[config.mk]
export PLATFORM = sky130hd
export DESIGN_NAME = icache
export DESIGN_NICKNAME = d
export VERILOG_FILES = /design/src/mem_pkg.sv /design/src/icache.sv
export SDC_FILE = /design/constraint.sdc
export NUM_CORES = 1
export LEC_CHECK = 0
export ABC_AREA = 1
export BUFFER_PORTS_ARGS = -buffer_cell sky130_fd_sc_hd__buf_2
export CAP_MARGIN = 10
export CORE_MARGIN = 2
export CORE_UTILIZATION = 45
export DETAILED_ROUTE_END_ITERATION = 10
export HOLD_SLACK_MARGIN = 0.1
export PLACE_DENSITY = 0.68
export SETUP_SLACK_MARGIN = 0.05
export SYNTH_ARGS = -nofsm -noshare
export SYNTH_HDL_FRONTEND = slang
export SYNTH_SLANG_ARGS = --single-unit
[constraint.sdc]
create_clock -name clk -period 5 [get_ports clk]
set_input_delay 0.5 -clock clk [delete_from_list [all_inputs] [get_ports clk]]
set_output_delay 0.5 -clock clk [all_outputs]
set_load 0.03 [all_outputs]
[src/mem_pkg.sv]
package mem_pkg;

	localparam int WORD_W = 16;
	localparam int ADDR_W = 16;
	localparam int MEM_DEPTH = 256;
	localparam int MEM_AW = $clog2(MEM_DEPTH);
	localparam int LINES = 8;
	localparam int LINE_WORDS = 4;
	localparam int INDEX_W = $clog2(LINES);
	localparam int OFFSET_W = $clog2(LINE_WORDS);
	localparam int TAG_W = ADDR_W - INDEX_W - OFFSET_W;

	typedef logic [WORD_W-1:0] word_t;
	typedef logic [ADDR_W-1:0] addr_t;
	// word 0 sits in the low bits
	typedef logic [LINE_WORDS*WORD_W-1:0] line_t;

	typedef enum logic [1:0] {
		ST_IDLE,
		ST_WRITEBACK,
		ST_REFILL,
		ST_RESPOND
	} cache_state_e;

	function automatic logic [TAG_W-1:0] addr_tag(input addr_t a);
		return a[ADDR_W-1 -: TAG_W];
	endfunction

	function automatic logic [INDEX_W-1:0] addr_index(input addr_t a);
		return a[OFFSET_W +: INDEX_W];
	endfunction

	function automatic logic [OFFSET_W-1:0] addr_offset(input addr_t a);
		return a[OFFSET_W-1:0];
	endfunction

	// first word address of a line
	function automatic addr_t line_addr(input logic [TAG_W-1:0] tag,
			input logic [INDEX_W-1:0] index);
		return {tag, index, {OFFSET_W{1'b0}}};
	endfunction

	function automatic word_t get_word(input line_t l, input logic [OFFSET_W-1:0] off);
		return l[off*WORD_W +: WORD_W];
	endfunction

	function automatic line_t put_word(input line_t l, input logic [OFFSET_W-1:0] off,
			input word_t w);
		line_t r;
		r = l;
		r[off*WORD_W +: WORD_W] = w;
		return r;
	endfunction

endpackage

[src/icache.sv]
module icache (
	input  logic           clk,
	input  logic           reset_n,
	input  logic           i_fetch,
	input  mem_pkg::addr_t i_fetch_addr,
	output logic           o_fetch_valid,
	output mem_pkg::word_t o_fetch_data,
	output logic           o_mem_read,
	output mem_pkg::addr_t o_mem_addr,
	input  logic           i_mem_valid,
	input  mem_pkg::line_t i_mem_rline
);
	import mem_pkg::*;

	cache_state_e state;
	logic [TAG_W-1:0] tag_q [LINES];
	logic [LINES-1:0] valid_q;
	line_t data_q [LINES];
	addr_t req_addr;
	logic [INDEX_W-1:0] idx;
	logic [INDEX_W-1:0] req_idx;
	logic hit;

	assign idx = addr_index(i_fetch_addr);
	assign req_idx = addr_index(req_addr);
	assign hit = valid_q[idx] && (tag_q[idx] == addr_tag(i_fetch_addr));
	assign o_mem_addr = line_addr(addr_tag(req_addr), req_idx);

	always_ff @(posedge clk) begin
		if (!reset_n) begin
			state <= ST_IDLE;
			valid_q <= '0;
			o_fetch_valid <= 1'b0;
			o_mem_read <= 1'b0;
		end else begin
			o_fetch_valid <= 1'b0;
			o_mem_read <= 1'b0;
			case (state)
				ST_IDLE: begin
					if (i_fetch) begin
						if (hit) begin
							o_fetch_valid <= 1'b1;
						end else begin
							o_mem_read <= 1'b1;
							state <= ST_REFILL;
						end
					end
				end
				ST_REFILL: begin
					// answer straight from the returned line
					if (i_mem_valid) begin
						valid_q[req_idx] <= 1'b1;
						o_fetch_valid <= 1'b1;
						state <= ST_IDLE;
					end
				end
				default: state <= ST_IDLE;
			endcase
		end
	end

	always_ff @(posedge clk) begin
		if (state == ST_IDLE && i_fetch) begin
			req_addr <= i_fetch_addr;
			o_fetch_data <= get_word(data_q[idx], addr_offset(i_fetch_addr));
		end
		if (state == ST_REFILL && i_mem_valid) begin
			tag_q[req_idx] <= addr_tag(req_addr);
			data_q[req_idx] <= i_mem_rline;
			o_fetch_data <= get_word(i_mem_rline, addr_offset(req_addr));
		end
	end

endmodule

======== Word-level counts from Yosys, hierarchy flattened ========
Memories as Yosys holds them, arrays and structs flattened.
Index checks and enable logic that the tools add are counted.
cells by class
  magnitude comparators ................... 3
  equality and inequality tests ........... 5
  shift operators ......................... 2
  multiplexer cells ....................... 17
  bitwise logic cells ..................... 1
  reduce and logical (&&, ||, !) cells .... 9
operators with widths
  cell                                                                number
  variable part select 64 x 7 -> 16 bit                               2
  two-way mux 16 bit                                                  2
  == test 11 bit                                                      1
  less-than comparator 3 x 4 -> 1 bit (second input constant)         2
  two-way mux 1 bit                                                   8
  bitwise OR 8 bit                                                    1
  two-way mux 2 bit                                                   3
  != test 2 bit (second input constant)                               3
  AND reduction 3 bit                                                 2
  logical AND 1 bit                                                   4
  one-hot mux 2 bit (2 select lines)                                  1
  binary-select mux 1 bit (select 3 bit)                              1
  demux 1 bit (select 3 bit)                                          1
  greater-or-equal comparator 3 x 1 -> 1 bit (second input constant)  1
  == test 2 bit (second input constant)                               1
  logical NOT 2 bit                                                   1
  one-hot mux 1 bit (2 select lines)                                  1
  AND reduction 2 bit                                                 1
  nonzero test 2 bit                                                  1
storage, ports and cells
  bits in registers ....................... 44
  bits in writable memories ............... 600
  input bits .............................. 84
  output and inout bits ................... 34
  word-level logic and storage cells ...... 45
  memories ................................ 2
memories
  memory  depth  width  rd ports  clocked after memory_dff  write ports  RTL line      text
  data_q  8      64     1         0                         1            icache.sv:18  line_t data_q [LINES];
  tag_q   8      11     1         0                         1            icache.sv:16  logic [TAG_W-1:0] tag_q [LINES];

======== Logic depth before layout (Yosys ltp) ========
Gate-level depths: netlist of run 1.
  word-level depth ........................ 6
  mapped depth ............................ 15
  gate-level depth less buffers ........... 13

======== Worst setup path after synthesis of run 1 ========
Ideal clock, no wire load.
  path type ............................... input -> register
  start point ............................. input i_mem_valid
  end point ............................... memory data_q[0][0] (netlist bit) (enable)
  library setup time ...................... 0.510 ns
  arrival ................................. 4.085 ns
  path slack .............................. 0.405 ns
  stages on the path ...................... 5
  buffers on the path ..................... 1
  cells stage by stage .................... nand2_1 clkbuf_1 nor2_1 inv_1 nor2_1
between the ends
  longest elaborated chain between the ends .. 3
ends and longest elaborated chain
  element                                  RTL line      text
  from (decl)                              icache.sv:10  input logic i_mem_valid,
  logical AND 1 bit                        icache.sv:67  if (state == ST_REFILL && i_mem_valid) begin
  two-way mux 1 bit                        icache.sv:67
  two-way mux 1 bit (not written as such)  icache.sv:69  data_q[req_idx] <= i_mem_rline;
  to (decl)                                icache.sv:18
No other way between the ends.

======== Worst setup path in the final report of run 1 ========
  start point ............................. register state[1]
  end point ............................... memory data_q[1][38] (netlist bit) (enable)
between the ends
  longest elaborated chain between the ends .. 4
ends and longest elaborated chain
  element                                  RTL line      text
  from (decl)                              icache.sv:15  cache_state_e state;
  from (signal assigned)                   icache.sv:31  state <= ST_IDLE;
  from (signal assigned)                   icache.sv:45  state <= ST_REFILL;
  from (signal assigned)                   icache.sv:54  state <= ST_IDLE;
  == test 2 bit                            icache.sv:67
  logical AND 1 bit                        icache.sv:67
  two-way mux 1 bit                        icache.sv:67
  two-way mux 1 bit (not written as such)  icache.sv:69
No other way between the ends.

==> results of run 1 <==
-- critical path, cell delays in order (launching register included) --
cell and delay, ns:
dfxtp_1 0.43, nand2_1 0.08, buf_4 0.28, nor2_1 0.14, inv_1 0.17, nor2_4 0.87, buf_4 0.43
-- sequential cells by signal, summed over array words and instances (netlist names) --
register / flops
data_q: 512
tag_q: 88
o_fetch_data: 16
req_addr: 16
valid_q: 8
o_fetch_valid: 1
o_mem_read: 1
state: 1
-- routing by layer --
layer  routed length [um]  up-vias
met2                32300      856
met3                 6470      166
met4                 2220       16
li1                     -     7634
met1                28000     8436
met5                   91        -
-- kinds of logic (layout without fill, tap and decap cells) --
family                 Yosys count  in the layout  share of synthesized area (%)
and+or+nand+nor                709            709                           11.1
buffers and inverters          252            361                           4.36
other                            1              8                         0.0144
AOI/OAI and AO/OA              452            452                           10.6
DFF                            643            643                           74.0
-- worst max-delay path by stage --
| stage | start | to | slack (ns) | cells after the start |
|---|---|---|---|---|
| 3_3_place_gp | i_fetch_addr[4] | o_fetch_data[0] | 1.82 | 8 |
| 3_5_place_dp | i_fetch_addr[4] | state[1] | 1.81 | 12 |
| 2_1_floorplan | i_mem_valid | data_q[0][0] | 0.41 | 5 |
| 5_1_grt | state[1] | data_q[0][62] | 2.10 | 6 |
| 4_1_cts | state[1] | data_q[1][38] | 2.24 | 6 |
| 6_report | state[1] | data_q[1][38] | 2.24 | 6 |
-- per-stage QoR --
| stage | power [W] | std cells | hold slack (ns) | area, um^2 |
|---|---|---|---|---|
| finish | 0.0116 | 2938 | 0.126 | 29300 |
| global route | 0.0119 | 2933 | 0.107 | 29300 |
| CTS | 0.0116 | 2932 | 0.102 | 29300 |
| detailed placement | 0.00690 | 2819 | 0.462 | 27200 |
| global placement | 0.00688 | 2819 | 0.449 | 27200 |
| floorplan | 0.00660 | 2058 | 0.435 | 26000 |
-- placed cells by master (no fill, tap or decap), drive strengths merged --
| cell type | netlist | final |
|---|---|---|
| clkbuf | 84 | 85 |
| nor2 | 356 | 356 |
| clkinv | 3 | 23 |
| nand4 | 1 | 1 |
| o211ai | 35 | 35 |
| conb | 1 | 2 |
| nand2 | 184 | 184 |
| bufinv | 0 | 6 |
| o22ai | 32 | 32 |
| nor3 | 1 | 1 |
| dfxtp | 11 | 11 |
| inv | 97 | 100 |
| diode | 0 | 6 |
| nand3 | 164 | 164 |
| edfxtp | 632 | 632 |
| o21ai | 292 | 292 |
| nand3b | 3 | 3 |
| o221ai | 93 | 93 |
| buf | 68 | 147 |
-- final cells by class --
cell class                      count  area, um^2  share of cell area (%)
Timing Repair Buffer              148         950                    3.24
Clock buffer                       84        1780                    6.09
Inverter                          100         385                    1.32
Antenna cell                        6        15.0                  0.0513
Tap cell                          765         957                    3.27
Multi-Input combinational cell   1163        5700                    19.5
Clock inverter                     29         289                   0.987
Sequential cell                   643       19200                    65.6
-- where the power goes --
part           internal, W  switching (W)  leakage, nW
combinational     0.000195       0.000558         3.16
sequential         0.00600      0.0000412         5.80
clock              0.00282        0.00196         1.02
total              0.00902        0.00256         9.98
==> results_dict.tcl, run 1 <==
set metrics [dict create \
    cts_hold_repair.buffers 0 \
    critical_path.startpoint_type "flip-flop" \
    chipHeight_um 244 \
    vdd_ir_drop_max_mv 0.246 \
    fin_tns_setup_ns 0 \
    global_route.usage.met1_pct 31.3 \
    numClockSinks 643 \
    postSynthAreaPerCell_um2 12.6 \
    setup.reg_to_reg.worst_slack_ns 2.24 \
    place.detailed.hpwl_mm 36.0 \
    hold_depth 1 \
    gr-usage-all-layers_pct 23.0 \
    netlist_top_cells_area "edfxtp_1 (73%), o21ai_0 (5.5%), nor2_1 (5.1%)" \
    critical_path_class "reg2reg" \
    worstReg2RegStart "state[1]" \
    core_um2 57400 \
    grt_pass1_vias 16600 \
    critPathMaxFanout 26 \
    grt.busiest_layer "met2" \
    drt_first_iter_violations 2191 \
    grt_start_max_net_pins 181 \
    power_per_cell_area_nw_per_um2 396 \
    groute.layer.met2.usage_pct 36.5 \
    finClkSkew_ns 0.0231 \
    setup_viol 0 \
    gp_congestion 0.766 \
    io_buffer_count 115 \
    synth_top_cells_by_count "edfxtp_1 (632), nor2_1 (355), o21ai_0 (284), nand2_1 (184), nand3_1 (164)" \
    fillerInstances 4745 \
    rsz0062_at_grt "no" \
    final_max_slew_viols 0 \
    timing.final.crit_period_ns 2.76 \
    share_of_the_core_filled_with_cells_in_the_final_layout_pct 51.0 \
    grtUsageMet3_pct 5.11 \
    netlist.area_leader.share_pct 73.1 \
    ys_dominant_reg_cell "edfxtp_1" \
    synth_top_cell_by_area "edfxtp_1" \
    clk_lat_worst_skew_ns 0.59 \
    synthesis_warnings 0 \
    htreeDepth 3 \
    hold_path_end "req_addr[12]" \
    drt_first_pass_iters 6 \
    post_cts_buffers 0 \
    min-delay-path-class "in2reg" \
    final_hold_violation_count 0 \
    postLayoutSetupSlackWorst_ns 2.24 \
    std_cell_rows 88 \
    die-area_um2 59600 \
    post-place-ws_ns 1.81 \
    route.detailed.wl_per_inst_um 23.5 \
    period_share_pct 55.1 \
    nNetsFinal 2206 \
    synth_enable_flop_cells 632 \
    cts_tree "done" \
    num_vias 17100 \
    cap_viol_max_count 0 \
    ys_seq_area_share_pct 74.0 \
    cellLeakagePower_nw 9.98 \
    crit-reg2reg-capture "data_q[1][38]" \
    worstPathRequired_ns 5.26 \
    timing.slew.headroom_pct 26.0 \
    clk_pin_slew_ns 0.06 \
    overflow 0 \
    drive_above_1_share_pct 11.5 \
    worstRegToRegCells 6 \
    proportion_of_synthesized_flip_flops_having_asynchronous_set_or_reset_pct 0 \
    launch_instance_of_the_worst_min_delay_path "i_fetch_addr[12]" \
    post_drt_via_cell_ratio 5.82 \
    drtAntennaViolNets 0 \
    post_cts.resized_instances 0 \
    ctsRootBufferMaster "clkbuf_16" \
    crit_arrival_ns 3.01 \
    overall_routed_net_length_mm 69.0 \
    die-width_um 244 \
    critical_path.endpoint_type "flip-flop" \
    total_of_flip_flops_plus_latches_after_synthesis 643 \
    timing_worst_slew_pin_value_ns 1.11 \
    synth_area_um2 26000 \
    grt_antenna_before_repair 13 \
    io_pins 118 \
    syn_inst 2057 \
    number_of_buffers_between_clock_root_and_the_deepest_sink 3 \
    initial_cell_density_of_the_core_pct 45.2 \
    area_added_between_synthesis_and_finish_pct 12.8 \
    yosysMostFrequentCell "edfxtp_1" \
    grt_pass1_wl_mm 103 \
    status "complete, no violations" \
    drc 0 \
    cts_inserted_buffers 66 \
    ys_types 23 \
    max_freq_mhz 363 \
]
(Power assumes the default switching activity.)
==> inputs of run 2 (changes only) <==
- PLACE_DENSITY: 0.68 -> 0.71
- clock period: 5 -> 2.4 ns (I/O delays scaled with it)
==> run 2 against run 1 <==
Highest routed layer unchanged. Design area increased by 3.9%. Critical path depth increased by 4. Sequential cell count unchanged. Routed wire length increased by 1.1%. Via count increased by 4.4%. Critical path type is now in2reg. Sequential share of layout area decreased by 2.5 points. Global-route usage increased by 0.29 points. Cell count increased by 3.7%. Register-to-register slack got worse by 1.7 ns.
==> results_dict.tcl, run 2 (synthesized netlist as in run 1, its figures left out) <==
set metrics [dict create \
    worstPathRequired_ns 2.90 \
    internal_power_w 0.0185 \
    cap_viol_max_count 0 \
    number_of_buffers_between_clock_root_and_the_deepest_sink 3 \
    final_max_slew_viols 0 \
    gr-usage-all-layers_pct 23.2 \
    detailed_place.area_um2 27700 \
    num_vias 17900 \
    period_share_pct 87.5 \
    setup_viol 0 \
    switching_share_pct 22.6 \
    rsz0062_at_grt "no" \
    post_cts_buffers 0 \
    core_um2 57400 \
    overflow 0 \
    regMostFlops "data_q" \
    gp_congestion 0.818 \
    critical_path.startpoint_type "input port" \
    grt_pass1_vias 17400 \
    share_comb_of_total_power_pct 7.4 \
    cpMaxStageDelayCell "dlygate4sd3_1" \
    final_hold_violation_count 0 \
    final_common_cell "edfxtp_1" \
    drc 0 \
    numClockSinks 643 \
    critical_path_class "in2reg" \
    finClkSkew_ns 0.0295 \
    clk_lat_worst_skew_ns 0.64 \
    std_cell_rows 88 \
    io_pins 118 \
    cts_inserted_buffers 61 \
    place.detailed.hpwl_mm 39.0 \
    status "complete, no violations" \
    worstRegToRegCells 5 \
    p_switching_w 0.00540 \
    seq_power_share_pct 52.7 \
    top_regs "data_q x512, tag_q x88" \
    drive_above_1_share_pct 12.5 \
    die-width_um 244 \
    grt_start_max_net_pins 87 \
    fin_tns_setup_ns 0 \
    worstReg2RegStart "state[1]" \
    initial_cell_density_of_the_core_pct 45.2 \
    critical_path.endpoint_type "flip-flop" \
    timing.slew.headroom_pct 57.0 \
    crit_path_max_incr_delay_ns 0.53 \
    timing_worst_slew_pin_value_ns 0.638 \
    min-delay-path-class "in2reg" \
    final_design_area_no_fill_um2 30400 \
    final_cell_mix "edfxtp_1 (632), nor2_1 (346), o21ai_0 (283)" \
    worstSetupStartpoint "i_fetch_addr[3]" \
    crit_arrival_ns 2.60 \
    drtAntennaViolNets 0 \
    max_freq_mhz 476 \
    cellLeakagePower_nw 10.5 \
    timing.final.crit_period_ns 2.10 \
    htreeDepth 2 \
    share_of_the_core_filled_with_cells_in_the_final_layout_pct 53.0 \
    setup.reg_to_reg.worst_slack_ns 0.54 \
    overall_routed_net_length_mm 69.8 \
    clk_pin_slew_ns 0.06 \
    crit-reg2reg-capture "data_q[1][60]" \
    chipHeight_um 244 \
    largest_register_ffs 512 \
    post_drt_via_cell_ratio 5.87 \
    crit_path_cell_trace "dlygate4sd3_1 > buf_4 > buf_12 > buf_4 > o21ai_0 > o22ai_1 > o211ai_1 > nand3_1 > nand3_1 > nand2_1" \
    clk_network_pwr_share_pct 39.8 \
    setup.worst_path.end "o_fetch_data[9]" \
    drt_first_pass_iters 5 \
    power_per_cell_area_nw_per_um2 784 \
    drt_first_iter_violations 2144 \
    vdd_ir_drop_max_mv 0.633 \
    grt_pass1_wl_mm 105 \
    die-area_um2 59600 \
    ctsRootBufferMaster "clkbuf_16" \
    area_added_between_synthesis_and_finish_pct 17.2 \
    cts_tree "done" \
    critPathMaxFanout 86 \
    nNetsFinal 2314 \
    grt_antenna_before_repair 5 \
    route.detailed.wl_per_inst_um 22.9 \
    io_buffer_count 115 \
]
[run 2: changes by cell type in the layout (fill, tap and decap cells not counted), sizes merged]
cell         change
clkinvlp         +3
buf             +34
inv              -1
dlygate4sd3     +79
diode            -5
clkbuf           -6
clkinv           +4
[run 2: stage by stage]
step	setup slack [ns]	hold slack (ns)	instances	power [W]
4_1_cts	0.377	0.121	3045	0.0239
2_1_floorplan	0.0663	0.339	2058	0.0137
3_3_place_gp	0.297	0.450	2853	0.0144
5_1_grt	0.177	0.133	3046	0.0245
6_report	0.299	0.144	3046	0.0239
3_5_place_dp	0.244	0.449	2853	0.0145
[run 2: layout make-up]
class	count	area, um^2
diodes	1	2.50
clock buffers	78	1620
clock inverters	35	345
fillers	4622	26900
inverters	100	385
multi-input cells	1163	5700
flip-flops and latches	643	19200
well taps	765	957
repair buffers	261	2220
[run 2: what timing repair did]
item,CTS,global route
hold buffers,79,0
hold endpoints to repair,535,0
resized for setup,0,0
[run 2: how the worst min path moves through the flow]
stage | from | end | slack, ns | depth (start not counted)
floorplan | i_mem_rline[0] | data_q[0][0] | 0.34 | 0
global placement | valid_q[3] | valid_q[3] | 0.45 | 2
detailed placement | i_fetch_addr[7] | req_addr[7] | 0.45 | 1
CTS | i_fetch | o_mem_read | 0.12 | 5
global route | i_fetch_addr[0] | req_addr[0] | 0.13 | 2
finish | i_fetch | req_addr[0] | 0.14 | 3
[run 2: critical path, delay by kind of cell]
family / cells / cell delay, ns
AOI/OAI and AO/OA: 3 / 0.49
buffers and inverters: 4 / 1.51
and+or+nand+nor: 3 / 0.29
[run 2: power by group through the flow]
stage / Sequential, W / Combinational (W) / Clock (W)
3_3_place_gp: 0.0128 / 0.00159 / 0
4_1_cts: 0.0126 / 0.00176 / 0.00959
2_1_floorplan: 0.0129 / 0.000879 / 0
3_5_place_dp: 0.0128 / 0.00164 / 0
6_report: 0.0126 / 0.00178 / 0.00950
5_1_grt: 0.0126 / 0.00191 / 0.0100
[run 2: metal layers]
metal	track usage, %	wire, um	vias up
met4	7.62	2050	8
met2	38.2	33300	1074
met5	0	45	-
met3	4.07	6970	158
li1	-	-	7859
met1	31.5	27400	8766
